### config.mk
export PLATFORM = sky130hd
export DESIGN_NAME = compressed_decoder
export DESIGN_NICKNAME = d
export VERILOG_FILES = /design/src/verilog/rv_isa_pkg.sv /design/src/verilog/compressed_decoder.sv
export SDC_FILE = /design/constraint.sdc
export NUM_CORES = 1
export LEC_CHECK = 0
export BUFFER_PORTS_ARGS = -buffer_cell sky130_fd_sc_hd__buf_4
export CAP_MARGIN = 5
export CORE_ASPECT_RATIO = 0.8
export CORE_UTILIZATION = 50
export DETAILED_ROUTE_END_ITERATION = 7
export PLACE_DENSITY = 0.78
export REMOVE_ABC_BUFFERS = 1
export SLEW_MARGIN = 20
export SYNTH_ARGS = -nofsm -noshare
export SYNTH_HDL_FRONTEND = slang
export SYNTH_SLANG_ARGS = --single-unit
export TNS_END_PERCENT = 1
### constraint.sdc
create_clock -name vclk -period 1.8
set_input_delay 0.09 -clock vclk [all_inputs]
set_output_delay 0.09 -clock vclk [all_outputs]
set_load 0.02 [all_outputs]
### src/verilog/rv_isa_pkg.sv
/*
 * RV32 ISA definitions
 * instruction widths and the major opcodes targeted by RVC expansion
 */
package rv_isa_pkg;

  // full instruction and one 16-bit parcel
  typedef logic [31:0] instr_word_t;
  typedef logic [15:0] instr_half_t;

  // major opcode field, bits 6:0
  typedef logic [6:0]  opcode_t;

  ////////////////////////////////////////////////////////////
  // major opcodes
  ////////////////////////////////////////////////////////////

  // register-immediate alu
  localparam opcode_t OPCODE_OPIMM  = 7'b0010011;
  // register-register alu
  localparam opcode_t OPCODE_OP     = 7'b0110011;
  // memory access
  localparam opcode_t OPCODE_LOAD   = 7'b0000011;
  localparam opcode_t OPCODE_STORE  = 7'b0100011;
  // upper immediate
  localparam opcode_t OPCODE_LUI    = 7'b0110111;
  // control transfer
  localparam opcode_t OPCODE_JAL    = 7'b1101111;
  localparam opcode_t OPCODE_JALR   = 7'b1100111;
  localparam opcode_t OPCODE_BRANCH = 7'b1100011;

endpackage

### src/verilog/compressed_decoder.sv
/*
 * RVC decoder, expands 16-bit instructions into their RV32I form
 * flags reserved and floating-point encodings, 32-bit words pass through
 */
module compressed_decoder (
  input  rv_isa_pkg::instr_word_t instr_i,
  output rv_isa_pkg::instr_word_t instr_o,
  output logic                    is_compressed_o,
  output logic                    illegal_instr_o
);

  import rv_isa_pkg::*;

  always_comb begin
    instr_o         = instr_i;
    illegal_instr_o = 1'b0;

    case (instr_i[1:0])
      ////////////////////////////////////////////////////////////
      // quadrant 0
      ////////////////////////////////////////////////////////////
      2'b00: begin
        case (instr_i[15:13])
          3'b000: begin
            // c.addi4spn -> addi rd', x2, nzuimm
            instr_o = {2'b00, instr_i[10:7], instr_i[12:11], instr_i[5], instr_i[6], 2'b00,
                       5'd2, 3'b000, 2'b01, instr_i[4:2], OPCODE_OPIMM};
            // zero immediate reserved, this also catches the all-zero parcel
            illegal_instr_o = (instr_i[12:5] == 8'h00);
          end
          3'b010: begin
            // c.lw -> lw rd', uimm(rs1')
            instr_o = {5'b00000, instr_i[5], instr_i[12:10], instr_i[6], 2'b00,
                       2'b01, instr_i[9:7], 3'b010, 2'b01, instr_i[4:2], OPCODE_LOAD};
          end
          3'b110: begin
            // c.sw -> sw rs2', uimm(rs1')
            instr_o = {5'b00000, instr_i[5], instr_i[12], 2'b01, instr_i[4:2], 2'b01,
                       instr_i[9:7], 3'b010, instr_i[11:10], instr_i[6], 2'b00, OPCODE_STORE};
          end
          // c.fld, c.flw, c.fsd, c.fsw, reserved slot 100
          default: illegal_instr_o = 1'b1;
        endcase
      end

      ////////////////////////////////////////////////////////////
      // quadrant 1
      ////////////////////////////////////////////////////////////
      2'b01: begin
        case (instr_i[15:13])
          3'b000: begin
            // c.addi / c.nop -> addi rd, rd, imm
            instr_o = {{7{instr_i[12]}}, instr_i[6:2], instr_i[11:7], 3'b000, instr_i[11:7],
                       OPCODE_OPIMM};
          end
          3'b001, 3'b101: begin
            // c.jal -> jal x1 / c.j -> jal x0, bit 15 picks the link register
            instr_o = {instr_i[12], instr_i[8], instr_i[10:9], instr_i[6], instr_i[7],
                       instr_i[2], instr_i[11], instr_i[5:3], {9{instr_i[12]}}, 4'b0000,
                       ~instr_i[15], OPCODE_JAL};
          end
          3'b010: begin
            // c.li -> addi rd, x0, imm (rd = x0 is a hint)
            instr_o = {{7{instr_i[12]}}, instr_i[6:2], 5'd0, 3'b000, instr_i[11:7], OPCODE_OPIMM};
          end
          3'b011: begin
            if ({instr_i[12], instr_i[6:2]} == 6'b000000) begin
              // zero immediate reserved for both c.addi16sp and c.lui
              illegal_instr_o = 1'b1;
            end else if (instr_i[11:7] == 5'd2) begin
              // c.addi16sp -> addi x2, x2, nzimm
              instr_o = {{3{instr_i[12]}}, instr_i[4:3], instr_i[5], instr_i[2], instr_i[6],
                         4'b0000, 5'd2, 3'b000, 5'd2, OPCODE_OPIMM};
            end else begin
              // c.lui -> lui rd, nzimm
              instr_o = {{15{instr_i[12]}}, instr_i[6:2], instr_i[11:7], OPCODE_LUI};
            end
          end
          3'b100: begin
            case (instr_i[11:10])
              2'b00, 2'b01: begin
                // c.srli / c.srai, shamt[5] must be clear on RV32
                instr_o = {1'b0, instr_i[10], 5'b00000, instr_i[6:2], 2'b01, instr_i[9:7],
                           3'b101, 2'b01, instr_i[9:7], OPCODE_OPIMM};
                illegal_instr_o = instr_i[12];
              end
              2'b10: begin
                // c.andi -> andi rd', rd', imm
                instr_o = {{7{instr_i[12]}}, instr_i[6:2], 2'b01, instr_i[9:7], 3'b111,
                           2'b01, instr_i[9:7], OPCODE_OPIMM};
              end
              default: begin
                // register ops, funct3 by bits 6:5
                case (instr_i[6:5])
                  2'b00: instr_o = {7'b0100000, 2'b01, instr_i[4:2], 2'b01, instr_i[9:7],
                                    3'b000, 2'b01, instr_i[9:7], OPCODE_OP};
                  2'b01: instr_o = {7'b0000000, 2'b01, instr_i[4:2], 2'b01, instr_i[9:7],
                                    3'b100, 2'b01, instr_i[9:7], OPCODE_OP};
                  2'b10: instr_o = {7'b0000000, 2'b01, instr_i[4:2], 2'b01, instr_i[9:7],
                                    3'b110, 2'b01, instr_i[9:7], OPCODE_OP};
                  default: instr_o = {7'b0000000, 2'b01, instr_i[4:2], 2'b01, instr_i[9:7],
                                      3'b111, 2'b01, instr_i[9:7], OPCODE_OP};
                endcase
                // c.subw and c.addw are RV64 only
                illegal_instr_o = instr_i[12];
              end
            endcase
          end
          default: begin
            // c.beqz / c.bnez -> beq / bne rs1', x0, imm
            instr_o = {{4{instr_i[12]}}, instr_i[6:5], instr_i[2], 5'd0, 2'b01, instr_i[9:7],
                       2'b00, instr_i[13], instr_i[11:10], instr_i[4:3], instr_i[12],
                       OPCODE_BRANCH};
          end
        endcase
      end

      ////////////////////////////////////////////////////////////
      // quadrant 2
      ////////////////////////////////////////////////////////////
      2'b10: begin
        case (instr_i[15:13])
          3'b000: begin
            // c.slli -> slli rd, rd, shamt
            instr_o = {7'b0000000, instr_i[6:2], instr_i[11:7], 3'b001, instr_i[11:7],
                       OPCODE_OPIMM};
            illegal_instr_o = instr_i[12];
          end
          3'b010: begin
            // c.lwsp -> lw rd, uimm(x2), rd = x0 reserved
            instr_o = {4'b0000, instr_i[3:2], instr_i[12], instr_i[6:4], 2'b00, 5'd2, 3'b010,
                       instr_i[11:7], OPCODE_LOAD};
            illegal_instr_o = (instr_i[11:7] == 5'd0);
          end
          3'b100: begin
            if (instr_i[6:2] != 5'd0) begin
              // c.mv -> add rd, x0, rs2 / c.add -> add rd, rd, rs2
              instr_o = {7'b0000000, instr_i[6:2], instr_i[12] ? instr_i[11:7] : 5'd0,
                         3'b000, instr_i[11:7], OPCODE_OP};
            end else if (!instr_i[12]) begin
              // c.jr -> jalr x0, 0(rs1), rs1 = x0 reserved
              instr_o = {12'h000, instr_i[11:7], 3'b000, 5'd0, OPCODE_JALR};
              illegal_instr_o = (instr_i[11:7] == 5'd0);
            end else if (instr_i[11:7] == 5'd0) begin
              // c.ebreak
              instr_o = 32'h00100073;
            end else begin
              // c.jalr -> jalr x1, 0(rs1)
              instr_o = {12'h000, instr_i[11:7], 3'b000, 5'd1, OPCODE_JALR};
            end
          end
          3'b110: begin
            // c.swsp -> sw rs2, uimm(x2)
            instr_o = {4'b0000, instr_i[8:7], instr_i[12], instr_i[6:2], 5'd2, 3'b010,
                       instr_i[11:9], 2'b00, OPCODE_STORE};
          end
          // c.fldsp, c.flwsp, c.fsdsp, c.fswsp
          default: illegal_instr_o = 1'b1;
        endcase
      end

      // 32-bit instruction, already copied
      default: ;
    endcase
  end

  assign is_compressed_o = (instr_i[1:0] != 2'b11);

endmodule

==> reports/results.tsv <==
stage	metric	value	unit
clock_network	Post-CTS Hold Buffers	0	
placement	routability cong.	1.03	
routing	post-route ant nets	0	
floorplanning	row count	20	
routing	Routed wire per std cell	22.5	µm
setup_path	critical path fanouts, max	9	
placement	IO Port Bufs	66	
placement	pre-CTS WS	-0.113	ns
routing	Vias per Instance	7.37	
grt	vias in the first global route	3426	
routing	DRT iter0 DRCs	960	
power	Power Density	304	nW/µm²
cells_and_area	ANT cells	0	
timing	Final Cycle Share	1.07	
floorplanning	core area	3950	µm²
run	Max-Cap Viols	0	
grt	first-pass GRT wire length	17300	µm
routing	DRC viols	0	
grt	largest net degree at the start of global routing	22	
synthesis	Cell variety after synth	66	
floorplanning	die footprint	4550	µm²
synthesis	Syn. warnings	0	
clock_network	Post-CTS Setup Repair Bufs	0	
cells_and_area	fin area	3310	µm²
placement	DP Wirelength	8410	µm
setup_path	WP data required	1.71	ns
timing	hold slack	0.501	ns
synthesis	cell count after synthesis	368	
cells_and_area	fillers	281	
floorplanning	Die Wd	75.2	µm
power	Max VDD drop	0.000199	V
grt	total gr overflow	0	
worst_hold_path	Hold/Removal Path Class	in2out	
routing	First-pass DRT Iterations	6	
setup_path	crit end category	output pin	
timing	Worst Tran Pin Value	0.547	ns
placement	Area after DPL	3170	µm²
timing	Max Slew Vio Count	0	
grt	initial antenna violation count	0	
setup_path	Setup Crit Path Kind	in2out	
outcome	failing checks	negative setup slack	
cells_and_area	register area	0	µm²
timing	final setup violation count	6	
timing	RSZ-0062 raised after global routing	yes	
cells_and_area	commonest non-fill, non-tap cells in the layout	138 x buf_4, 40 x nand2_1, 39 x a21oi_1, 39 x o21ai_0, 28 x nor2_1	
floorplanning	Initial Util	0.542	
cells_and_area	clock buffers	0	
routing	final wirelength	11900	µm
cells_and_area	sequential cells	0	
cells_and_area	layout cells sized above 1	0.380	
synthesis	post-synth top area share	0.0981	
timing	fmax	522	MHz
routing	via total after detailed routing	3901	
outcome	status	finished, violations left	
floorplanning	Top Ports	66	
setup_path	startpoint class of the critical path	input pin	
floorplanning	Die H	60.6	µm
grt	Total GRT Usage	0.508	
synthesis	sequential share of the synthesized area	0	
power	Design Power	1.01	mW
synthesis	ranking of synthesized cells by area	a21oi_1 9.8%, o21ai_0 9.6%, nand2_1 7.4%	
synthesis	Syn Area/Cell	5.82	µm²
cells_and_area	most common cell after layout, fill and taps aside	buf_4	
setup_path	Worst Path Arrival	1.83	ns
power	Lkg Pwr	1.45	nW
synthesis	Mapped Area	2140	µm²
timing	Hold Fails Final Rpt	0	
cells_and_area	final net count	508	
timing	slack of the critical path	-0.117	ns
timing	fin crit period	1.92	ns
cells_and_area	Area Growth Syn to Fin	54.2	%
synthesis	Yosys top cell by area	a21oi_1	
timing	slew margin rel.	0.634	
-- kinds of logic (layout without fill, tap and decap cells) --
family | Yosys count | in the layout | share of synthesized area
muxes | 5 | 5 | 0.0309
buffers and inverters | 54 | 160 | 0.104
AOI/OAI and AO/OA | 176 | 176 | 0.555
and+or+nand+nor | 133 | 133 | 0.311
-- critical path, stage by stage --
cell and delay [ns]:
buf_4 0.17, buf_4 0.18, nor3b_1 0.15, o21bai_1 0.23
buf_4 0.18, o21ai_0 0.14, a221oi_1 0.39, nor3_1 0.11
buf_4 0.17
-- cells in the mapped netlist (5+ instances only) --
library cell  count
a21oi_1          42
nand2_1          42
o21ai_0          41
clkbuf_1         30
nor2_1           30
nand2b_1         13
nand3_1          12
buf_2            10
inv_1             8
a31oi_1           7
a21o_1            6
a221oi_1          6
nor2b_1           6
a211o_1           5
a21boi_0          5
a22o_1            5
a22oi_1           5
o211ai_1          5
o221ai_1          5
-- path summary, 6_finish.rpt --
kind / cells past startpoint / start / end / slack [ns]
setup / recovery: 9 / instr_i[15] / instr_o[25] / -0.12
hold / removal: 4 / instr_i[30] / instr_o[30] / 0.50
-- layer usage --
metal  vias up  track usage  part of all wire
li1       1617            -                 -
met1      1687        0.628              0.35
met2       446        0.730              0.39
met3       151        0.234              0.18
met4         0        0.280             0.081
met5         -       0.0444                 0
-- cell type report --
cell class / instances / area [µm²] / share of cell area
multi-input combinational: 314 / 2030 / 0.613
timing repair buffer: 148 / 1170 / 0.353
tap: 55 / 68.8 / 0.0208
inverter: 12 / 45.0 / 0.0136
-- repair_timing --
item,4_1_cts,5_1_grt
resized for setup,6,27
pin swaps,0,10
setup endpoints to repair,13,23
-- stage by stage --
| step | util | instances | setup TNS (ns) |
|---|---|---|---|
| final | 0.836 | 529 | -0.287 |
| after global routing | 0.836 | 529 | -0.763 |
| after CTS | 0.808 | 529 | -0.0552 |
| after detailed placement | 0.802 | 529 | -0.373 |
| after global placement | 0.802 | 529 | -0.164 |
| after floorplan | - | 326 | -0.0220 |
-- where the power goes --
part           internal (mW)  switching [mW]
Sequential                 0               0
Combinational          0.427           0.579
Clock                      0               0
(Power assumes the default switching activity.)
