==> src/verilog/fetch_cfg.svh <==
/*
 * fetch front end configuration
 * memory geometry and boot address of the instruction fetch path
 */
`ifndef FETCH_CFG_SVH
`define FETCH_CFG_SVH

// depth of the instruction memory in 32-bit words
`define IMEM_WORDS 256

// byte address width, covers IMEM_WORDS * 4 bytes
`define IMEM_ADDR_W 10

// first fetch byte address
// must be word aligned, the aligner starts on a low halfword
`define FETCH_BOOT_ADDR 10'h000

`endif

==> src/verilog/fetch_bus_pkg.sv <==
/*
 * instruction memory bus types
 * addresses, data words, bus ownership and aligner states
 */
`include "fetch_cfg.svh"

package fetch_bus_pkg;

  // byte address into the instruction memory
  typedef logic [`IMEM_ADDR_W-1:0] imem_addr_t;

  // one memory data word
  typedef logic [31:0] imem_word_t;

  // owner of the read in flight, tracked by the arbiter
  typedef enum logic [1:0] {
    OWNER_NONE,
    OWNER_LOADER,
    OWNER_FETCH
  } bus_owner_e;

  // aligner fsm: idle, request pending, read in flight
  typedef enum logic [1:0] {
    FETCH_IDLE,
    FETCH_WAIT,
    FETCH_RUN
  } fetch_state_e;

endpackage

==> src/verilog/imem_bus_if.sv <==
/*
 * instruction memory port
 * req/gnt level arbitration, read data returns one cycle after the transfer
 */
interface imem_bus_if;

  // requester side
  logic                      req;
  logic                      we;
  fetch_bus_pkg::imem_addr_t addr;
  fetch_bus_pkg::imem_word_t wdata;

  // memory side
  logic                      gnt;
  fetch_bus_pkg::imem_word_t rdata;
  // single cycle pulse, reads only
  logic                      rvalid;

  modport requester (
    output req, we, addr, wdata,
    input  gnt, rdata, rvalid
  );

  modport memory (
    input  req, we, addr, wdata,
    output gnt, rdata, rvalid
  );

endinterface

==> src/verilog/imem_arbiter.sv <==
/*
 * fixed-priority arbiter for the shared instruction memory
 * loader beats fetch, read responses return to the peer that issued them
 */
module imem_arbiter (
  input  logic       clk_i,
  input  logic       rst_n_i,
  imem_bus_if.memory    load_bus,
  imem_bus_if.memory    fetch_bus,
  imem_bus_if.requester mem_bus
);

  import fetch_bus_pkg::*;

  logic       load_wins;
  bus_owner_e owner_d;
  bus_owner_e owner_q;

  // loader has absolute priority
  assign load_wins = load_bus.req;

  ////////////////////////////////////////////////////////////
  // request path
  ////////////////////////////////////////////////////////////

  assign mem_bus.req   = load_bus.req | fetch_bus.req;
  assign mem_bus.we    = load_wins ? load_bus.we    : fetch_bus.we;
  assign mem_bus.addr  = load_wins ? load_bus.addr  : fetch_bus.addr;
  assign mem_bus.wdata = load_wins ? load_bus.wdata : fetch_bus.wdata;

  // grants are combinational, fetch only gets the leftover cycles
  assign load_bus.gnt  = load_bus.req & mem_bus.gnt;
  assign fetch_bus.gnt = fetch_bus.req & ~load_bus.req & mem_bus.gnt;

  ////////////////////////////////////////////////////////////
  // response routing
  ////////////////////////////////////////////////////////////

  // remember who issued the read granted this cycle
  always_comb begin
    owner_d = OWNER_NONE;
    if (mem_bus.req && mem_bus.gnt && !mem_bus.we) begin
      owner_d = load_wins ? OWNER_LOADER : OWNER_FETCH;
    end
  end

  always_ff @(posedge clk_i) begin
    if (!rst_n_i) begin
      owner_q <= OWNER_NONE;
    end else begin
      owner_q <= owner_d;
    end
  end

  // the other peer sees neither the strobe nor the data
  assign load_bus.rvalid  = mem_bus.rvalid & (owner_q == OWNER_LOADER);
  assign load_bus.rdata   = (owner_q == OWNER_LOADER) ? mem_bus.rdata : '0;
  assign fetch_bus.rvalid = mem_bus.rvalid & (owner_q == OWNER_FETCH);
  assign fetch_bus.rdata  = (owner_q == OWNER_FETCH) ? mem_bus.rdata : '0;

endmodule

==> src/flat_wrapper.sv <==
// flat-port wrapper written by rule: the top's interface ports become plain ports
module imem_arbiter_flat import fetch_bus_pkg::*;
  (clk_i, rst_n_i, load_bus_req, load_bus_we, load_bus_addr, load_bus_wdata, load_bus_gnt, load_bus_rdata, load_bus_rvalid, fetch_bus_req, fetch_bus_we, fetch_bus_addr, fetch_bus_wdata, fetch_bus_gnt, fetch_bus_rdata, fetch_bus_rvalid, mem_bus_req, mem_bus_we, mem_bus_addr, mem_bus_wdata, mem_bus_gnt, mem_bus_rdata, mem_bus_rvalid);
  imem_bus_if load_bus_i ();
  imem_bus_if fetch_bus_i ();
  imem_bus_if mem_bus_i ();
  input  logic clk_i;
  input  logic rst_n_i;
  input wire logic [$bits(load_bus_i.req)-1:0] load_bus_req;
  input wire logic [$bits(load_bus_i.we)-1:0] load_bus_we;
  input wire logic [$bits(load_bus_i.addr)-1:0] load_bus_addr;
  input wire logic [$bits(load_bus_i.wdata)-1:0] load_bus_wdata;
  output wire logic [$bits(load_bus_i.gnt)-1:0] load_bus_gnt;
  output wire logic [$bits(load_bus_i.rdata)-1:0] load_bus_rdata;
  output wire logic [$bits(load_bus_i.rvalid)-1:0] load_bus_rvalid;
  input wire logic [$bits(fetch_bus_i.req)-1:0] fetch_bus_req;
  input wire logic [$bits(fetch_bus_i.we)-1:0] fetch_bus_we;
  input wire logic [$bits(fetch_bus_i.addr)-1:0] fetch_bus_addr;
  input wire logic [$bits(fetch_bus_i.wdata)-1:0] fetch_bus_wdata;
  output wire logic [$bits(fetch_bus_i.gnt)-1:0] fetch_bus_gnt;
  output wire logic [$bits(fetch_bus_i.rdata)-1:0] fetch_bus_rdata;
  output wire logic [$bits(fetch_bus_i.rvalid)-1:0] fetch_bus_rvalid;
  output wire logic [$bits(mem_bus_i.req)-1:0] mem_bus_req;
  output wire logic [$bits(mem_bus_i.we)-1:0] mem_bus_we;
  output wire logic [$bits(mem_bus_i.addr)-1:0] mem_bus_addr;
  output wire logic [$bits(mem_bus_i.wdata)-1:0] mem_bus_wdata;
  input wire logic [$bits(mem_bus_i.gnt)-1:0] mem_bus_gnt;
  input wire logic [$bits(mem_bus_i.rdata)-1:0] mem_bus_rdata;
  input wire logic [$bits(mem_bus_i.rvalid)-1:0] mem_bus_rvalid;
  assign load_bus_i.req = load_bus_req;
  assign load_bus_i.we = load_bus_we;
  assign load_bus_i.addr = load_bus_addr;
  assign load_bus_i.wdata = load_bus_wdata;
  assign load_bus_gnt = load_bus_i.gnt;
  assign load_bus_rdata = load_bus_i.rdata;
  assign load_bus_rvalid = load_bus_i.rvalid;
  assign fetch_bus_i.req = fetch_bus_req;
  assign fetch_bus_i.we = fetch_bus_we;
  assign fetch_bus_i.addr = fetch_bus_addr;
  assign fetch_bus_i.wdata = fetch_bus_wdata;
  assign fetch_bus_gnt = fetch_bus_i.gnt;
  assign fetch_bus_rdata = fetch_bus_i.rdata;
  assign fetch_bus_rvalid = fetch_bus_i.rvalid;
  assign mem_bus_req = mem_bus_i.req;
  assign mem_bus_we = mem_bus_i.we;
  assign mem_bus_addr = mem_bus_i.addr;
  assign mem_bus_wdata = mem_bus_i.wdata;
  assign mem_bus_i.gnt = mem_bus_gnt;
  assign mem_bus_i.rdata = mem_bus_rdata;
  assign mem_bus_i.rvalid = mem_bus_rvalid;
  imem_arbiter u_core (.clk_i(clk_i), .rst_n_i(rst_n_i), .load_bus(load_bus_i), .fetch_bus(fetch_bus_i), .mem_bus(mem_bus_i));
endmodule
==> config.mk <==
export PLATFORM = sky130hd
export DESIGN_NAME = imem_arbiter_flat
export DESIGN_NICKNAME = d
export VERILOG_FILES = /design/src/verilog/fetch_bus_pkg.sv /design/src/verilog/imem_bus_if.sv /design/src/verilog/imem_arbiter.sv /design/src/flat_wrapper.sv
export VERILOG_INCLUDE_DIRS = /design/src /design/src/verilog
export SDC_FILE = /design/constraint.sdc
export NUM_CORES = 1
export LEC_CHECK = 0
export BUFFER_PORTS_ARGS = -buffer_cell sky130_fd_sc_hd__buf_2
export CAP_MARGIN = 10
export CORE_AREA = 2 2 91 93
export DETAILED_ROUTE_END_ITERATION = 8
export DIE_AREA = 0 0 93 95
export PLACE_DENSITY = 0.52
export SETUP_SLACK_MARGIN = 0.5
export SLEW_MARGIN = 20
export SYNTH_ARGS = -nofsm -noshare
export SYNTH_HDL_FRONTEND = slang
export SYNTH_SLANG_ARGS = --single-unit
==> constraint.sdc <==
create_clock -name clk_i -period 1 [get_ports clk_i]
set_input_delay 0.15 -clock clk_i [delete_from_list [all_inputs] [get_ports clk_i]]
set_output_delay 0.15 -clock clk_i [all_outputs]
set_load 0.02 [all_outputs]
==> results of run 1 <==
cells by family after synthesis:
kind of cell / count (synthesis) / share of synthesized area
buffers and inverters: 11 / 0.0590
AND/OR/NAND/NOR: 74 / 0.425
flip-flops: 2 / 0.0356
multiplexers: 43 / 0.481
cells in the final DEF, fill, tap and decap left out:
master / instances
buf_6: 108
or2_4: 1
dfxtp_1: 2
and3b_2: 1
and2b_2: 2
nor3b_4: 1
nand2_1: 1
buf_16: 8
clkbuf_8: 3
buf_4: 1
mux2_4: 43
nor4b_4: 1
and2_1: 6
buf_2: 127
and2_4: 61
buf_12: 6
final timing paths:
kind / to / cells after the start
min: u_core.owner_q[1] / 2
max: fetch_bus_rdata[0] / 4
where the power goes:
part           internal [µW]  total, µW  switching, µW  leakage, µW
sequential              82.3       82.9          0.637    0.0000162
combinational            874       1450            576      0.00200
clock                    255        324           68.6    0.0000216
total                   1210       1860            646      0.00204
cell type report:
| type | instances | area [µm²] |
|---|---|---|
| multi-input cells | 117 | 1300 |
| well taps | 105 | 131 |
| fillers | 715 | 4220 |
| repair buffers | 250 | 2200 |
| flip-flops and latches | 2 | 40.0 |
| clock buffers | 3 | 41.3 |
metal layers:
layer / GRT usage / part of all wire / vias to the layer above
li1: - / - / 915
met1: 0.119 / 0.33 / 816
met2: 0.257 / 0.56 / 138
met3: 0.0255 / 0.11 / 2
met4: 0.0147 / 0.0013 / 0
met5: 0 / 0 / -
through the flow:
stage | area [µm²] | power [µW] | setup TNS (ns)
after detailed placement | 2720 | 1150 | -16.13
after CTS | 3690 | 1870 | -27.97
after global routing | 3710 | 1950 | -30.28
after floorplan | 1500 | 727 | 0
final | 3710 | 1860 | -27.44
after global placement | 2720 | 1140 | -14.96
repair_timing:
action / in CTS / in global routing
resized for setup: 226 / 4
pin swaps: 1 / 3
cloned: 6 / 0
buffers inserted: 4 / 0
setup endpoints to repair: 114 / 114
==> results.cfg, run 1 <==
[setup_path]
slowest_delay_ns = 0.31
worstPathArrival_ns = 1.24
cp_slowest_cell = dfxtp_1
worstSetupStartpoint = u_core.owner_q[0]
path_buf_inv = 2
crit_required_ns = 0.85
path_cells = and2b_2 -> buf_12 -> and2_1 -> buf_2
critPathCaptureType = output pin
path_max_fanout = 33
path_class = register to output pin
startpoint_type = register
path_delay_family = simple AND/OR/NAND/NOR gates

[synth]
yosysMostFrequentCell = and2_1
ys_types = 13
synth_ff_type = dfxtp_1
synth-edff-count = 0
synth_warnings = 0
synth_top_area_frac = 0.373
syn_avg_cell_area_um2 = 8.65
synth.area.top_cells = and2_1 37%, mux2_2 28%, mux2_4 20%
seq_area_frac_synth = 0.0356
synth_common_cells = 67 x and2_1, 28 x mux2_2, 15 x mux2_4
ys_ff_latch = 2
async_flop_share = 0
syn-num-nets = 254
yosysTopAreaCell = and2_1
syn_area_um2 = 1120
syn_inst = 130

[routing]
detail_route.vias_per_cell = 3.92
wire_per_inst_um = 12.9
ant_nets = 0
dr.pass1.iters = 4
routed_wl_um = 6150
remaining_drc_errors = 0
drt-initial-drc-count = 13
vias = 1871

[hold_path]
worstHoldStart = fetch_bus_we
hold_class = input port to register

[final_layout]
reg.largest.list = u_core.owner_q (2)
top_register = u_core.owner_q
utilization = 0.468
largest_reg_flops = 2
fin_nets = 498
syn_to_final_growth_pct = 230
final_cells = 477
layout-drive-gt1-share = 0.976
diodes = 0

[clock_tree]
ctsHoldBuffers = 0
root_buffer = clkbuf_8
cts.path.max_buffers = 2
cts_made_buffers = 3
cts_sinks = 2
h-tree-depth = 1
path_clk_slew_ns = 0.03
cts_tree = done

[run_status]
outcome = complete, but fails checks
violations = negative setup slack

[global_route]
grt_usage = 0.120
grt_pass1_wl_um = 8540
grt_start_max_net_pins = 34
antenna_found_initial = 0
gr-total-overflow = 0
grt_pass1_vias = 1785

[sta]
maxSlewViolCount = 0
max_freq_mhz = 718
rsz0062_at_grt = yes
period_minus_slack_ns = 1.39
setup_viol = 111
final.period_utilization = 1.39
setup_slack_ns = -0.392
tightest_slew_ns = 0.206
hold_viol = 0
maxSlewHeadroom = 0.862
whs_ns = 0.145

[floorplanning]
die-area_um2 = 8840
dieHeight_um = 95
coreArea_um2 = 7930
io_pins = 236
core.rowCount = 33
start_util = 0.142
die_x_um = 93

[place]
place_ws_ns = -0.175
gp_routability_congestion = 0.729
port_buffers = 235
hpwlAfterDp_um = 4730
place_inst = 464

[pwr]
ir_drop_uv = 307
power.leakage_uw = 0.00204
powerDensity_nw_per_um2 = 500

[run]
cap_violations = 0
No activity file was read; power rests on OpenSTA's default activity.
==> inputs of run 2 (changes only) <==
--- a/config.mk
+++ b/config.mk
@@ -11,7 +11,7 @@
 export CORE_AREA = 2 2 91 93
 export DETAILED_ROUTE_END_ITERATION = 8
 export DIE_AREA = 0 0 93 95
-export PLACE_DENSITY = 0.52
+export PLACE_DENSITY = 0.5
 export SETUP_SLACK_MARGIN = 0.5
 export SLEW_MARGIN = 20
 export SYNTH_ARGS = -nofsm -noshare
==> constraint.sdc (replaced) <==
create_clock -name clk_i -period 1.4 [get_ports clk_i]
set_input_delay 0.21 -clock clk_i [delete_from_list [all_inputs] [get_ports clk_i]]
set_output_delay 0.21 -clock clk_i [all_outputs]
set_load 0.02 [all_outputs]
==> results.cfg, run 2 (synthesis results as in run 1) <==
[setup_path]
path_class = register to output pin
critPathCaptureType = output pin
crit_required_ns = 1.19
slowest_delay_ns = 0.30
cp_slowest_cell = dfxtp_2
path_cells = and2b_4 -> clkbuf_16 -> and2_4 -> buf_6
worstPathArrival_ns = 1.24
startpoint_type = register
path_max_fanout = 8

[pwr]
power.leakage_uw = 0.00205
p_int_uw = 859
powerDensity_nw_per_um2 = 350
ir_drop_uv = 256
clkPwrFrac = 0.171
finalPower_uw = 1320
p_comb_frac = 0.784
switchingPower_uw = 457
switching_share = 0.347
pwr-share-seq = 0.045

[sta]
hold_viol = 0
maxSlewViolCount = 0
setup_viol = 38
tns_ns = -0.961
rsz0062_at_grt = yes
maxSlewHeadroom = 0.855
period_minus_slack_ns = 1.45
tightest_slew_ns = 0.217
max_freq_mhz = 692
final.period_utilization = 1.03
setup_slack_ns = -0.0453

[global_route]
gr-total-overflow = 0
top_usage_layer = met2
grt_util_met3 = 0.0391
grt_usage = 0.126
globalRouteMet2Util = 0.263
antenna_found_initial = 0
grt_pass1_wl_um = 8830
grt_pass1_vias = 1800
grt_start_max_net_pins = 34
grtUsageMet1 = 0.128

[clock_tree]
cts_sinks = 2
root_buffer = clkbuf_8
cts_tree = done
cts_made_buffers = 3
h-tree-depth = 1
path_clk_slew_ns = 0.03
cts.path.max_buffers = 2
ctsHoldBuffers = 0

[routing]
wire_per_inst_um = 14.0
ant_nets = 0
remaining_drc_errors = 0
vias = 1893
detail_route.vias_per_cell = 3.94
routed_wl_um = 6700
dr.pass1.iters = 3
drt-initial-drc-count = 10

[place]
gp_routability_congestion = 0.797
hpwlAfterDp_um = 4890
port_buffers = 235

[final_layout]
final_common_cell = buf_2
utilization = 0.475
largest_reg_flops = 2
fin_nets = 501
top_register = u_core.owner_q
layout-drive-gt1-share = 0.992
reg.largest.list = u_core.owner_q (2)
syn_to_final_growth_pct = 234
mostFrequentLayoutCells = 123 x buf_2, 113 x buf_6, 66 x and2_4, 43 x mux2_4, 7 x buf_12
diodes = 0

[floorplanning]
coreArea_um2 = 7930
die_x_um = 93
io_pins = 236
dieHeight_um = 95
die-area_um2 = 8840
core.rowCount = 33
start_util = 0.142

[hold_path]
hold_end = u_core.owner_q[1]
worstHoldStart = fetch_bus_we
hold_class = input port to register
whs_path_depth = 2

[run_status]
outcome = complete, but fails checks
violations = negative setup slack

[run]
cap_violations = 0
run 2: cell types whose count changed in the layout (fill, tap and decap cells not counted), sizes merged:
cell    change
buf         +1
clkbuf      +2
run 2: stage by stage:
| step | hold WS (ns) | cell area (µm²) | worst slack (ns) | instances |
|---|---|---|---|---|
| finish | 0.179 | 3760 | -0.0453 | 480 |
| floorplan | 0.284 | 1490 | 0.341 | 130 |
| global route | 0.183 | 3760 | -0.0880 | 480 |
| detailed placement | 0.404 | 2720 | 0.0925 | 466 |
| CTS | 0.173 | 3640 | -0.0417 | 475 |
| global placement | 0.408 | 2720 | 0.0995 | 466 |
run 2: critical path: cells and delay by family (launching register included):
kind                   cells  cell delay [ns]
flip-flops                 1             0.30
buffers and inverters      2             0.28
AND/OR/NAND/NOR            2             0.44
run 2: repair_timing:
action / in CTS / in global routing
cloned: 4 / 3
setup buffers: 2 / 2
pin swaps: 2 / 4
resized for setup: 235 / 16
setup endpoints to repair: 112 / 112
run 2: power by group through the flow:
| stage | Combinational, µW | Clock, µW | Sequential [µW] |
|---|---|---|---|
| floorplan | 455 | 0 | 59.7 |
| global placement | 757 | 0 | 59.8 |
| detailed placement | 762 | 0 | 59.9 |
| CTS | 1010 | 235 | 59.5 |
| global route | 1090 | 240 | 59.7 |
| finish | 1030 | 225 | 59.5 |
run 2: metal layers:
layer  wire, µm  vias to the layer above  part of all wire
met5          0                        -                 0
met4          0                        0                 0
met3        712                        0              0.11
met2       3770                      138              0.56
met1       2220                      831              0.33
li1           -                      924                 -
run 2: cell type report:
cell class                 count  area [µm²]
clock buffer                   3        41.3
fill                         733        4170
multi-input combinational    117        1290
sequential                     2        42.5
tap                          105         131
timing repair buffer         253        2250
run 2: worst max-delay path by stage:
stage	start	to	slack, ns	cells past startpoint
global placement	load_bus_req	mem_bus_wdata[3]	0.1	4
global route	u_core.owner_q[0]	fetch_bus_rvalid	-0.09	4
CTS	u_core.owner_q[1]	load_bus_rvalid	-0.04	4
detailed placement	load_bus_req	mem_bus_addr[9]	0.09	4
floorplan	u_core.owner_q[0]	fetch_bus_rdata[10]	0.34	3
finish	u_core.owner_q[1]	load_bus_rdata[10]	-0.05	4
==> inputs of run 3 (changes only) <==
--- a/config.mk
+++ b/config.mk
@@ -11,7 +11,7 @@
 export CORE_AREA = 2 2 91 93
 export DETAILED_ROUTE_END_ITERATION = 8
 export DIE_AREA = 0 0 93 95
-export PLACE_DENSITY = 0.5
+export PLACE_DENSITY = 0.52
 export SETUP_SLACK_MARGIN = 0.5
 export SLEW_MARGIN = 20
 export SYNTH_ARGS = -nofsm -noshare
==> constraint.sdc (replaced) <==
create_clock -name clk_i -period 1.2 [get_ports clk_i]
set_input_delay 0.18 -clock clk_i [delete_from_list [all_inputs] [get_ports clk_i]]
set_output_delay 0.18 -clock clk_i [all_outputs]
set_load 0.02 [all_outputs]
==> results.cfg, run 3 (synthesis results as in run 1) <==
[routing]
routed_wl_um = 6300
wire_per_inst_um = 13.0
detail_route.vias_per_cell = 3.92
dr.pass1.iters = 3
drt-initial-drc-count = 5
vias = 1893
ant_nets = 0
remaining_drc_errors = 0

[run_status]
outcome = complete, but fails checks
violations = negative setup slack

[hold_path]
hold_class = input port to register

[run]
cap_violations = 0

[global_route]
gr-total-overflow = 0
antenna_found_initial = 0
grt_pass1_vias = 1889
grt_usage = 0.125
grt_start_max_net_pins = 34
grt_pass1_wl_um = 8960

[setup_path]
startpoint_type = register
cp_slowest_cell = dfxtp_2
path_max_fanout = 23
worstSetupStartpoint = u_core.owner_q[0]
path_cells = and2b_4 -> buf_12 -> and2_4 -> buf_6
critPathCaptureType = output pin
worstPathArrival_ns = 1.23
path_class = register to output pin
slowest_delay_ns = 0.30
crit_required_ns = 1.02
crit_end = fetch_bus_rdata[28]

[sta]
tightest_slew_ns = 0.218
period_minus_slack_ns = 1.41
final.period_utilization = 1.17
maxSlewViolCount = 0
maxSlewHeadroom = 0.854
rsz0062_at_grt = yes
setup_viol = 66
max_freq_mhz = 709
hold_viol = 0
setup_slack_ns = -0.210

[pwr]
p_comb_frac = 0.788
pwr-share-seq = 0.044
power.leakage_uw = 0.00208
p_int_uw = 1030
switchingPower_uw = 535
powerDensity_nw_per_um2 = 410
ir_drop_uv = 227
switching_share = 0.343
clkPwrFrac = 0.168
finalPower_uw = 1560

[place]
place_ws_ns = -0.0323
port_buffers = 235
place_area_um2 = 2730
place_inst = 466
hpwlAfterDp_um = 4800
gp_routability_congestion = 0.710

[floorplanning]
io_pins = 236
dieHeight_um = 95
die-area_um2 = 8840
die_x_um = 93
core.rowCount = 33
coreArea_um2 = 7930
start_util = 0.142

[clock_tree]
h-tree-depth = 1
root_buffer = clkbuf_8
cts_made_buffers = 3
cts_sinks = 2
path_clk_slew_ns = 0.03
cts_tree = done
cts.path.max_buffers = 2
ctsHoldBuffers = 0

[final_layout]
fin_nets = 504
top_register = u_core.owner_q
layout-drive-gt1-share = 0.984
design_area_um2 = 3810
final_common_cell = buf_2
reg.largest.list = u_core.owner_q (2)
largest_reg_flops = 2
diodes = 0
final_cells = 483
syn_to_final_growth_pct = 238
mostFrequentLayoutCells = 122 x buf_2, 111 x buf_6, 62 x and2_4, 43 x mux2_4, 8 x buf_16
## run 3: cell types whose count changed in the layout (fill, tap and decap cells not counted), sizes merged
cell	before	now
buf	251	256
clkbuf	5	3
## run 3: area by class of cell
type                    count  area (µm²)
flip-flops and latches      2        42.5
multi-input cells         117        1300
clock buffers               3        41.3
fillers                   717        4120
well taps                 105         131
repair buffers            256        2290
## run 3: what timing repair did
action	in CTS	in global routing
cloned	6	0
gates resized for setup	233	11
pin swaps	2	2
setup endpoints to repair	114	114
buffers inserted	8	0
## run 3: worst min path at each step
stage	from	endpoint	slack (ns)	cells after the start
floorplan	fetch_bus_we	u_core.owner_q[1]	0.25	1
global placement	fetch_bus_we	u_core.owner_q[1]	0.38	2
detailed placement	load_bus_we	u_core.owner_q[0]	0.38	2
CTS	load_bus_we	u_core.owner_q[0]	0.16	2
global route	load_bus_we	u_core.owner_q[0]	0.18	2
finish	load_bus_we	u_core.owner_q[0]	0.17	2
## run 3: metrics by stage
stage	setup TNS [ns]	utilization	hold WS (ns)
after global routing	-14.77	0.480	0.179
after CTS	-11.84	0.475	0.163
after floorplan	0	-	0.251
final	-11.43	0.480	0.175
after global placement	-0.262	0.344	0.378
after detailed placement	-0.760	0.344	0.381
## run 3: metal layers
metal	GRT usage	routed length (µm)
met1	0.130	2170
met2	0.257	3450
met4	0.0257	38
met5	0	0
met3	0.0231	640
## run 3: critical path: cells and delay by family, from the launching register on
kind,cells,cell delay (ns)
flops,1,0.30
buf+inv,2,0.27
simple gates,2,0.43
## run 3: power groups by stage
stage / logic (µW) / registers [µW] / clock network, µW
after global placement: 885 / 69.8 / 0
after floorplan: 536 / 69.7 / 0
after CTS: 1230 / 69.3 / 271
after detailed placement: 892 / 69.9 / 0
after global routing: 1300 / 69.8 / 278
final: 1230 / 69.4 / 262
