`config.mk`:
```
export PLATFORM = sky130hd
export DESIGN_NAME = fetch_aligner_flat
export DESIGN_NICKNAME = d
export VERILOG_FILES = /design/src/verilog/rv_isa_pkg.sv /design/src/verilog/fetch_bus_pkg.sv /design/src/verilog/imem_bus_if.sv /design/src/verilog/fetch_aligner.sv /design/src/flat_wrapper.sv
export VERILOG_INCLUDE_DIRS = /design/src /design/src/verilog
export SDC_FILE = /design/constraint.sdc
export NUM_CORES = 1
export LEC_CHECK = 0
export CORE_ASPECT_RATIO = 1.5
export CORE_UTILIZATION = 40
export CTS_CLUSTER_DIAMETER = 50
export DETAILED_ROUTE_END_ITERATION = 10
export DONT_BUFFER_PORTS = 1
export PLACE_DENSITY_LB_ADDON = 0.1
export REMOVE_ABC_BUFFERS = 1
export SLEW_MARGIN = 10
export SYNTH_ARGS = -nofsm -noshare
export SYNTH_HDL_FRONTEND = slang
export SYNTH_SLANG_ARGS = --single-unit
```
`constraint.sdc`:
```
create_clock -name clk_i -period 5.34 [get_ports clk_i]
set_input_delay 0.267 -clock clk_i [delete_from_list [all_inputs] [get_ports clk_i]]
set_output_delay 0.267 -clock clk_i [all_outputs]
set_load 0.01 [all_outputs]
```
`src/verilog/fetch_cfg.svh`:
```
/*
 * fetch front end configuration
 * memory geometry and boot address of the instruction fetch path
 */
`ifndef FETCH_CFG_SVH
`define FETCH_CFG_SVH

// depth of the instruction memory in 32-bit words
`define IMEM_WORDS 256

// byte address width, covers IMEM_WORDS * 4 bytes
`define IMEM_ADDR_W 10

// first fetch byte address
// must be word aligned, the aligner starts on a low halfword
`define FETCH_BOOT_ADDR 10'h000

`endif

```
`src/verilog/rv_isa_pkg.sv`:
```
/*
 * RV32 ISA definitions
 * instruction widths and the major opcodes targeted by RVC expansion
 */
package rv_isa_pkg;

  // full instruction and one 16-bit parcel
  typedef logic [31:0] instr_word_t;
  typedef logic [15:0] instr_half_t;

  // major opcode field, bits 6:0
  typedef logic [6:0]  opcode_t;

  ////////////////////////////////////////////////////////////
  // major opcodes
  ////////////////////////////////////////////////////////////

  // register-immediate alu
  localparam opcode_t OPCODE_OPIMM  = 7'b0010011;
  // register-register alu
  localparam opcode_t OPCODE_OP     = 7'b0110011;
  // memory access
  localparam opcode_t OPCODE_LOAD   = 7'b0000011;
  localparam opcode_t OPCODE_STORE  = 7'b0100011;
  // upper immediate
  localparam opcode_t OPCODE_LUI    = 7'b0110111;
  // control transfer
  localparam opcode_t OPCODE_JAL    = 7'b1101111;
  localparam opcode_t OPCODE_JALR   = 7'b1100111;
  localparam opcode_t OPCODE_BRANCH = 7'b1100011;

endpackage

```
`src/verilog/fetch_bus_pkg.sv`:
```
/*
 * instruction memory bus types
 * addresses, data words, bus ownership and aligner states
 */
`include "fetch_cfg.svh"

package fetch_bus_pkg;

  // byte address into the instruction memory
  typedef logic [`IMEM_ADDR_W-1:0] imem_addr_t;

  // one memory data word
  typedef logic [31:0] imem_word_t;

  // owner of the read in flight, tracked by the arbiter
  typedef enum logic [1:0] {
    OWNER_NONE,
    OWNER_LOADER,
    OWNER_FETCH
  } bus_owner_e;

  // aligner fsm: idle, request pending, read in flight
  typedef enum logic [1:0] {
    FETCH_IDLE,
    FETCH_WAIT,
    FETCH_RUN
  } fetch_state_e;

endpackage

```
`src/verilog/imem_bus_if.sv`:
```
/*
 * instruction memory port
 * req/gnt level arbitration, read data returns one cycle after the transfer
 */
interface imem_bus_if;

  // requester side
  logic                      req;
  logic                      we;
  fetch_bus_pkg::imem_addr_t addr;
  fetch_bus_pkg::imem_word_t wdata;

  // memory side
  logic                      gnt;
  fetch_bus_pkg::imem_word_t rdata;
  // single cycle pulse, reads only
  logic                      rvalid;

  modport requester (
    output req, we, addr, wdata,
    input  gnt, rdata, rvalid
  );

  modport memory (
    input  req, we, addr, wdata,
    output gnt, rdata, rvalid
  );

endinterface

```
`src/verilog/fetch_aligner.sv`:
```
/*
 * sequential word fetcher and halfword realigner
 * emits one raw instruction per valid pulse, 16 or 32 bits, any alignment
 */
`include "fetch_cfg.svh"

module fetch_aligner (
  input  logic                      clk_i,
  input  logic                      rst_n_i,
  input  logic                      fetch_en_i,
  imem_bus_if.requester             bus,
  input  logic                      is_compressed_i,
  output logic                      instr_valid_o,
  output rv_isa_pkg::instr_word_t   raw_instr_o,
  output fetch_bus_pkg::imem_addr_t pc_o
);

  import rv_isa_pkg::*;
  import fetch_bus_pkg::*;

  fetch_state_e state_q;
  fetch_state_e state_d;
  imem_addr_t   fetch_addr_q;
  imem_addr_t   pc_q;
  instr_half_t  half_q;
  logic         half_vld_q;
  logic         valid_q;
  instr_word_t  window_q;
  logic         half_is_c;
  logic         take_word;
  logic         take_half;

  // leftover parcel is a whole compressed instruction
  assign half_is_c = half_vld_q && (half_q[1:0] != 2'b11);

  // a word arrives, or the leftover goes out without a read
  assign take_word = (state_q == FETCH_RUN) && bus.rvalid;
  assign take_half = (state_q == FETCH_IDLE) && fetch_en_i && half_is_c;

  ////////////////////////////////////////////////////////////
  // read fsm, one read in flight at most
  ////////////////////////////////////////////////////////////

  always_comb begin
    state_d = state_q;
    case (state_q)
      FETCH_IDLE: begin
        if (fetch_en_i && !half_is_c) begin
          state_d = FETCH_WAIT;
        end
      end
      // hold req until granted
      FETCH_WAIT: begin
        if (bus.gnt) begin
          state_d = FETCH_RUN;
        end
      end
      FETCH_RUN: begin
        if (bus.rvalid) begin
          state_d = FETCH_IDLE;
        end
      end
      default: state_d = FETCH_IDLE;
    endcase
  end

  always_ff @(posedge clk_i) begin
    if (!rst_n_i) begin
      state_q      <= FETCH_IDLE;
      fetch_addr_q <= `FETCH_BOOT_ADDR;
      pc_q         <= `FETCH_BOOT_ADDR;
      half_vld_q   <= 1'b0;
      valid_q      <= 1'b0;
    end else begin
      state_q <= state_d;
      valid_q <= take_word | take_half;
      if (bus.req && bus.gnt) begin
        fetch_addr_q <= fetch_addr_q + imem_addr_t'(4);
      end
      // decoder tells how much of the window was consumed
      if (valid_q) begin
        pc_q <= pc_q + (is_compressed_i ? imem_addr_t'(2) : imem_addr_t'(4));
      end
      // upper half stays buffered unless it completed a 32-bit instruction
      if (take_word) begin
        half_vld_q <= half_vld_q | (bus.rdata[1:0] != 2'b11);
      end else if (take_half) begin
        half_vld_q <= 1'b0;
      end
    end
  end

  ////////////////////////////////////////////////////////////
  // instruction window
  ////////////////////////////////////////////////////////////

  always_ff @(posedge clk_i) begin
    if (take_word) begin
      // straddling instruction: low parcel from the old word
      window_q <= half_vld_q ? {bus.rdata[15:0], half_q} : bus.rdata;
      half_q   <= bus.rdata[31:16];
    end else if (take_half) begin
      window_q <= {16'h0000, half_q};
    end
  end

  // fetch only reads
  assign bus.req   = (state_q == FETCH_WAIT);
  assign bus.we    = 1'b0;
  assign bus.addr  = fetch_addr_q;
  assign bus.wdata = '0;

  assign instr_valid_o = valid_q;
  assign raw_instr_o   = window_q;
  assign pc_o          = pc_q;

endmodule

```
`src/flat_wrapper.sv`:
```
// flat-port wrapper written by rule: the top's interface ports become plain ports
module fetch_aligner_flat import rv_isa_pkg::*; import fetch_bus_pkg::*;
  (clk_i, rst_n_i, fetch_en_i, is_compressed_i, instr_valid_o, raw_instr_o, pc_o, bus_req, bus_we, bus_addr, bus_wdata, bus_gnt, bus_rdata, bus_rvalid);
  imem_bus_if bus_i ();
  input  logic clk_i;
  input  logic rst_n_i;
  input  logic fetch_en_i;
  input  logic is_compressed_i;
  output logic instr_valid_o;
  output rv_isa_pkg::instr_word_t raw_instr_o;
  output fetch_bus_pkg::imem_addr_t pc_o;
  output wire logic [$bits(bus_i.req)-1:0] bus_req;
  output wire logic [$bits(bus_i.we)-1:0] bus_we;
  output wire logic [$bits(bus_i.addr)-1:0] bus_addr;
  output wire logic [$bits(bus_i.wdata)-1:0] bus_wdata;
  input wire logic [$bits(bus_i.gnt)-1:0] bus_gnt;
  input wire logic [$bits(bus_i.rdata)-1:0] bus_rdata;
  input wire logic [$bits(bus_i.rvalid)-1:0] bus_rvalid;
  assign bus_req = bus_i.req;
  assign bus_we = bus_i.we;
  assign bus_addr = bus_i.addr;
  assign bus_wdata = bus_i.wdata;
  assign bus_i.gnt = bus_gnt;
  assign bus_i.rdata = bus_rdata;
  assign bus_i.rvalid = bus_rvalid;
  fetch_aligner u_core (.clk_i(clk_i), .rst_n_i(rst_n_i), .fetch_en_i(fetch_en_i), .bus(bus_i), .is_compressed_i(is_compressed_i), .instr_valid_o(instr_valid_o), .raw_instr_o(raw_instr_o), .pc_o(pc_o));
endmodule
```
==> flow_summary.ini, run 1 <==
[logic_synthesis]
synthTopCellsByCount = edfxtp_1 (48), buf_4 (36), nor2_1 (25), dfxtp_1 (21), mux2i_1 (19)
yosysMostFrequentCell = edfxtp_1
synth_compound_area_share_pct = 4.94
ys_seq_area_share_pct = 59.7
synth.distinct_cells = 31
avgSynthCellArea_sq_um = 12.7
synthAdderAreaFrac_pct = 1.85
synth_xor_area_share_pct = 1.12
async_reset_ff_share_pct = 0
synth_seq_cells = 69
synth.area.top_cells = edfxtp_1 (46%), dfxtp_1 (13%), buf_4 (8.7%)
synth_area_sq_um = 3120
yosysWarnings = 0
synthMuxAreaShare_pct = 11.9
synth_edf_count = 48
syn_inst = 246
synth_flop_cell = edfxtp_1
synth_top_family_by_area = multiplexers
yosys.area_share.simple_pct = 9.67
yosysTopAreaCellShare_pct = 46.2
synth_top_area_cell = edfxtp_1

[clock_tree]
post-cts-setup-buffers = 0
clkSinkCount = 69
htree_levels = 3
clkLatencyLatePin_ns = 0.32
numCtsBuffers = 9
cts_root_buf = clkbuf_16
cts_tree = done
cts.clk_slew.worst_paths_ns = 0.05
cts_max_path_buffers = 2
cts.repair.resized = 0
hold_buffers = 0

[floorplanning]
die_y_um = 110
core_area_sq_um = 7560
start_util_pct = 41.2
dieArea_sq_um = 8160
ios = 125
die_x_um = 74.1
rows = 39

[global_route]
grt_overflow = 0
grt_antenna_before_repair = 0
grt_pass1_vias = 1650
grt_pass1_wl_um = 8620
grt_use_total_pct = 14.5
grt_max_degree = 33

[placement]
place_area_sq_um = 3080
dp_hpwl_um = 3900
numPortBuffers = 0
gp_congestion = 0.692

[pwr]
power.total_uw = 1190
p_sw_share_pct = 19.9
p_seq_share_pct = 49.0
p_leak_uw = 0.00122
clockPowerShare_pct = 47.6
intPower_uw = 953
power.net_switching_uw = 237
power_density_nw_per_um2 = 353
power_frac_comb_pct = 3.4
ir_drop_mv = 0.184

[finish]
n_antenna_cell = 0
layout-drive-gt1-share_pct = 13.3
postLayoutCoreUtil_pct = 44.6
fin_area_sq_um = 3380
syn_to_final_growth_pct = 8.31
final_nets = 293

[timing]
slew_headroom_pct = 50.1
final-hold-violation-count = 0
fin_tns_setup_ns = 0
skew_ns = 0.00371
fmax_mhz = 451
drv_slew = 0
setup_viol = 0
period_minus_slack_ns = 2.22
tightestPinTransition_ns = 0.747
rsz0062_at_grt = no
fin_crit_sh_pct = 41.5

[setup_path]
cpMaxStageDelayCell = dfxtp_1
cp-start-kind = flop
crit_arrival_ns = 2.18
critPathTopFamily = buffers and inverters
path_cells = buf_4 > a21boi_0 > nand3_1 > nand2_1 > buf_4
critPathKind = reg2reg
critical-path-max-stage-delay_ns = 0.58
crit_buf_inv = 2
critPathRequiredTime_ns = 5.31
crit_path_end_kind = flop
critical_path.most_common_cell = buf_4
crit_path_max_fanout = 32

[detailed_routing]
drtAntennaViolNets = 0
wl_um = 5780
drtIter0Drc = 89
routedWlPerCell_um = 16.1
vias_per_cell = 4.81
via_count = 1723
dr.pass1.iters = 5
drc_errors = 0

[status]
status = finished clean

[job]
cap_violations = 0

[worst_hold_path]
hp-class = in2reg
-- layout by cell type (no fill, tap or decap) --
cell and count:
a21boi_0 1, a21oi_1 14, buf_4 3, clkbuf_1 2, clkbuf_16 9, clkbuf_8 4, clkinv_1 1, conb_1 36
dfxtp_1 21, edfxtp_1 48, fa_1 1, ha_1 3, inv_1 5, mux2_2 16, mux2i_1 19, nand2_1 6
nand2b_1 1, nand3_1 5, nand3b_1 1, nand3b_4 1, nand4_1 5, nand4b_1 1, nor2_1 25, nor2_4 1
nor3b_1 1, o211a_1 1, o21ai_0 6, o22ai_1 1, o31ai_1 4, or3_1 6, or4_1 4, xor2_1 4
-- metal layers --
layer | wire [um] | GRT usage [%]
met1 | 2210 | 16.0
met5 | 0 | 0
met2 | 2880 | 23.1
met4 | 91 | 7.01
met3 | 598 | 7.00
-- path summary, 6_finish.rpt --
check / start / to / slack (ns) / cells past startpoint
worst max-delay path: u_core.half_vld_q / u_core.raw_instr_o[0] / 3.12 / 5
worst min-delay path: bus_rdata[31] / u_core.half_q[15] / 0.04 / 0
worst max register to register: u_core.half_vld_q / u_core.raw_instr_o[0] / 3.12 / 5
worst min register to register: u_core.bus.addr[9] / u_core.bus.addr[9] / 0.53 / 2
-- area by class of cell --
type | instances | area, sq um
well taps | 102 | 128
clock inverters | 1 | 3.75
inverters | 5 | 18.8
fillers | 701 | 4190
flip-flops and latches | 69 | 1860
repair buffers | 3 | 22.5
multi-input cells | 163 | 1050
clock buffers | 15 | 288
-- power by group through the flow --
stage | clock (uW) | sequential (uW) | combinational, uW
2_1_floorplan | 0 | 594 | 33.5
3_3_place_gp | 0 | 594 | 40.4
3_5_place_dp | 0 | 594 | 40.4
4_1_cts | 582 | 583 | 40.7
5_1_grt | 599 | 584 | 47.0
6_report | 567 | 583 | 40.5
-- state kept, by name, summed over array words and instances (netlist names) --
signal	cells
u_core.half_vld_q	1
u_core.pc_o	9
u_core.half_q	16
u_core.instr_valid_o	1
u_core.state_q	2
u_core.raw_instr_o	32
u_core.bus.addr	8
-- logic make-up (layout without fill, tap and decap cells) --
| kind of cell | Yosys count | count (layout) |
|---|---|---|
| compound gates | 27 | 27 |
| xor+xnor | 4 | 4 |
| fa+ha+maj | 4 | 4 |
| buf+inv | 49 | 24 |
| flops | 69 | 69 |
| mux | 35 | 35 |
| other cells | 1 | 36 |
| simple gates | 57 | 57 |
-- metrics by stage --
stage	hold slack [ns]	worst slack [ns]	std cells
after floorplan	0.366	2.94	237
after global placement	0.366	3.19	342
after detailed placement	0.366	3.11	342
after CTS	0.0287	3.09	358
after global routing	0.0218	2.94	358
final	0.0416	3.12	358
Power figures use the tool's default switching activity.
==> run 2, diff against run 1 <==
==> constraint.sdc (replaced) <==
create_clock -name clk_i -period 2.3 [get_ports clk_i]
set_input_delay 0.115 -clock clk_i [delete_from_list [all_inputs] [get_ports clk_i]]
set_output_delay 0.115 -clock clk_i [all_outputs]
set_load 0.01 [all_outputs]
==> run 2 against run 1 <==
Clock-buffer cell count is 2 lower. Maximum frequency is 16% higher. Design area is 7.2% higher. Largest power group unchanged.
==> flow_summary.ini, run 2 (same netlist as run 1, synthesis figures left out) <==
[timing]
slew_headroom_pct = 55.0
rsz0062_at_grt = no
drv_slew = 0
fin_crit_sh_pct = 82.8
tightestPinTransition_ns = 0.674
fin_tns_setup_ns = 0
whs_ns = 0.0109
setup_viol = 0
final-hold-violation-count = 0
skew_ns = 0.00464
fmax_mhz = 525
period_minus_slack_ns = 1.90
setup_ws_ns = 0.395

[detailed_routing]
vias_per_cell = 4.80
drtAntennaViolNets = 0
via_count = 1851
drc_errors = 0
dr.pass1.iters = 4
routedWlPerCell_um = 15.4
wl_um = 5950
drtIter0Drc = 116

[global_route]
busiest_layer = met2
met1_usage_pct = 17.2
grt_max_degree = 33
grt_pass1_wl_um = 9090
use_met2_pct = 23.6
grt_pass1_vias = 1796
grt_overflow = 0
grt_use_total_pct = 15.4
grt_antenna_before_repair = 0
gr-usage-met3_pct = 8.36

[pwr]
ir_drop_mv = 0.381
intPower_uw = 2150
power.net_switching_uw = 557
power_frac_comb_pct = 4.9
p_seq_share_pct = 49.9
power_density_nw_per_um2 = 748
p_leak_uw = 0.00132
p_sw_share_pct = 20.6
clockPowerShare_pct = 45.2

[finish]
fin_area_sq_um = 3620
syn_to_final_growth_pct = 16.1
multi_input_area_sq_um = 1050
mostFrequentLayoutCells = edfxtp_1 (48), conb_1 (36), nor2_1 (25)
final_common_cell = edfxtp_1
regArea_sq_um = 1860
fillCellCount = 710
largest_register_ff_count = 32
n_antenna_cell = 0
final_nets = 321
layout-drive-gt1-share_pct = 13.4
fin_cells = 386

[floorplanning]
die_y_um = 110
die_x_um = 74.1
rows = 39
ios = 125
dieArea_sq_um = 8160
core_area_sq_um = 7560
start_util_pct = 41.2

[worst_hold_path]
hp-class = in2reg

[setup_path]
path_cells = nand3b_1 > buf_4 > inv_1
critPathKind = reg2reg
critPathRequiredTime_ns = 2.25
worstSetupEndpoint = u_core.half_q[7]
cpMaxStageDelayCell = inv_1
r2r-start = u_core.state_q[0]
regToRegSetupSlack_ns = 0.40
crit_path_max_fanout = 16
crit_arrival_ns = 1.86
reg2reg_depth = 3
crit_path_end_kind = flop
setup.worst_path.start = u_core.state_q[0]
r2r-end = u_core.half_q[7]
cp-start-kind = flop
critical-path-max-stage-delay_ns = 0.50

[clock_tree]
cts_tree = done
cts.repair.resized = 0
cts_max_path_buffers = 2
htree_levels = 3
cts.clk_slew.worst_paths_ns = 0.05
cts_root_buf = clkbuf_16
numCtsBuffers = 9
clkSinkCount = 69
clkLatencyLatePin_ns = 0.32

[placement]
dp_slack_ns = 0.356
place_area_sq_um = 3110
place_inst = 346
dp_hpwl_um = 4050
numPortBuffers = 0
gp_congestion = 0.729

[job]
cap_violations = 0

[status]
status = finished clean
[run 2: cell types whose count changed in the layout (fill, tap and decap cells not counted), sizes merged]
cell and change:
clkinv +2, dlygate4sd3 +24, clkbuf -2, buf +4
[run 2: routing by layer]
metal / wire, um / vias up
li1: - / 888
met1: 2330 / 877
met2: 2900 / 79
met3: 624 / 7
met4: 91 / 0
met5: 0 / -
[run 2: how the worst min path moves through the flow]
stage,from,endpoint,slack (ns),cells after the start
floorplan,bus_rdata[16],u_core.half_q[0],0.21,0
global placement,bus_rdata[23],u_core.half_q[7],0.21,0
detailed placement,bus_rdata[23],u_core.half_q[7],0.21,0
CTS,bus_gnt,u_core.state_q[0],0.0002,2
global route,bus_rdata[4],u_core.raw_instr_o[4],0.001,1
finish,bus_rdata[13],u_core.raw_instr_o[13],0.01,1
[run 2: area by class of cell]
class / count / area share, %
tap: 102 / 3.53
clock inverter: 3 / 0.415
timing repair buffer: 31 / 8.09
multi-input combinational: 163 / 29.1
inverter: 5 / 0.518
sequential: 69 / 51.4
clock buffer: 13 / 6.91
[run 2: what timing repair did]
item                                   4_1_cts  5_1_grt
endpoints found under the hold margin       22        2
hold buffers                                22        2
setup buffers                                0        0
[run 2: through the flow]
stage	utilization, %	power, uW
2_1_floorplan	-	1460
3_3_place_gp	41.2	1470
3_5_place_dp	41.2	1480
4_1_cts	47.6	2740
5_1_grt	47.9	2810
6_report	47.9	2710
[run 2: worst max-delay path, delay by kind of cell (launching register included)]
kind | cells | cell delay, ns
buf+inv | 2 | 0.78
flops | 1 | 0.36
simple gates | 1 | 0.39
[run 2: power groups by stage]
| stage | clock [uW] | sequential, uW | combinational [uW] |
|---|---|---|---|
| global placement | 0 | 1380 | 96.7 |
| global route | 1310 | 1350 | 150 |
| finish | 1220 | 1350 | 131 |
| detailed placement | 0 | 1380 | 97.8 |
| floorplan | 0 | 1380 | 77.7 |
| CTS | 1260 | 1350 | 130 |
==> run 3, diff against run 2 <==
==> constraint.sdc (replaced) <==
create_clock -name clk_i -period 1.9 [get_ports clk_i]
set_input_delay 0.095 -clock clk_i [delete_from_list [all_inputs] [get_ports clk_i]]
set_output_delay 0.095 -clock clk_i [all_outputs]
set_load 0.01 [all_outputs]
==> run 3 against run 2 <==
Via count up 3.1%. First-iteration DRC count down 26%. Core utilization grew 2.1 points. Hold slack got worse by 0.0027 ns. Clock-buffer cell count down 1. Wire length is 3.8% higher. Sequential power grew 21%. Critical endpoint is now u_core.raw_instr_o[31]. Setup slack worse by 0.048 ns. Total power rose by 20%. Highest routed layer unchanged. Design area up 4.4%. Clock power grew 16%. Combinational power up 52%.
==> flow_summary.ini, run 3 (same netlist as run 1, synthesis figures left out) <==
[clock_tree]
cts_max_path_buffers = 2
numCtsBuffers = 9
cts.clk_slew.worst_paths_ns = 0.05
cts_root_buf = clkbuf_16
htree_levels = 3
clkSinkCount = 69
clkLatencyLatePin_ns = 0.32
cts_tree = done
cts.repair.resized = 0

[timing]
whs_ns = 0.00829
rsz0062_at_grt = no
skew_ns = 0.00205
fmax_mhz = 644
drv_slew = 0
setup_viol = 0
tightestPinTransition_ns = 0.662
period_minus_slack_ns = 1.55
fin_crit_sh_pct = 81.7
slew_headroom_pct = 55.8
fin_tns_setup_ns = 0
final-hold-violation-count = 0

[placement]
place_inst = 350
gp_congestion = 0.770
dp_hpwl_um = 4200
numPortBuffers = 0

[setup_path]
critPathRequiredTime_ns = 1.90
cpMaxStageDelayCell = edfxtp_1
path_cells = a21boi_0 > nand3_1 > nand2_1 > buf_4
regToRegSetupSlack_ns = 0.35
critical-path-max-stage-delay_ns = 0.38
crit_buf_inv = 1
critPathKind = reg2reg
crit_path_end_kind = flop
crit_arrival_ns = 1.56
crit_path_max_fanout = 19
cp-start-kind = flop
critPathTopFamily = flip-flops

[finish]
largest_register_ff_count = 32
mostFrequentLayoutCells = edfxtp_1 (48), dlygate4sd3_1 (37), conb_1 (36)
n_antenna_cell = 0
final_common_cell = edfxtp_1
postLayoutCoreUtil_pct = 49.9
fin_cells = 402
syn_to_final_growth_pct = 21.2
layout-drive-gt1-share_pct = 13.3
final_nets = 338

[floorplanning]
start_util_pct = 41.2
dieArea_sq_um = 8160
die_x_um = 74.1
ios = 125
rows = 39
die_y_um = 110
core_area_sq_um = 7560

[detailed_routing]
drtIter0Drc = 86
wl_um = 6180
routedWlPerCell_um = 15.4
dr.pass1.iters = 6
vias_per_cell = 4.75
drtAntennaViolNets = 0
drc_errors = 0
via_count = 1908

[global_route]
grt_pass1_vias = 1977
grt_antenna_before_repair = 0
grt_max_degree = 21
grt_use_total_pct = 15.9
grt_pass1_wl_um = 9490
grt_overflow = 0

[pwr]
power_density_nw_per_um2 = 862
ir_drop_mv = 0.512
p_leak_uw = 0.00140

[worst_hold_path]
hp-class = in2reg

[job]
cap_violations = 0

[status]
status = finished clean
[run 3: cell count changes in the layout (fill, tap and decap cells not counted)]
cell,change
clkbuf_8,-1
clkinv_2,-1
dlygate4sd3_1,+13
clkinv_1,+1
buf_4,+3
buf_12,+1
[run 3: report_power, final]
part	switching, uW	leakage, uW	internal [uW]
registers	12.2	0.000636	1620
logic	106	0.000638	92.8
clock network	556	0.000124	866
[run 3: routing by layer]
metal	track usage (%)	wire [um]	vias up
met1	16.7	2390	907
met3	6.55	514	8
li1	-	-	914
met2	27.3	3180	79
met5	0	0	-
met4	7.42	98	0
[run 3: path summary, 6_finish.rpt]
path | from | cells past startpoint | endpoint
worst max-delay path | u_core.half_q[0] | 4 | u_core.raw_instr_o[31]
worst min-delay path | bus_rdata[2] | 2 | u_core.raw_instr_o[18]
worst max register to register | u_core.half_q[0] | 4 | u_core.raw_instr_o[31]
worst min register to register | u_core.bus.addr[9] | 2 | u_core.bus.addr[9]
[run 3: area by class of cell]
cell class                      count  area [sq um]
Timing Repair Buffer               48           465
Sequential cell                    69          1860
Multi-Input combinational cell    163          1050
Inverter                            5          18.8
Fill cell                         710          3790
Clock buffer                       12           236
Clock inverter                      3          13.8
Tap cell                          102           128
[run 3: timing repair]
item / in CTS / in global routing
hold buffers: 37 / 0
buffers inserted: 0 / 0
hold endpoints to repair: 48 / 0
[run 3: per-stage QoR]
step,cell area [sq um],power [uW],setup slack [ns]
finish,3780,3250,0.347
global route,3780,3390,0.206
CTS,3780,3300,0.326
detailed placement,3160,1790,0.339
global placement,3160,1790,0.366
floorplan,2930,1760,-0.501
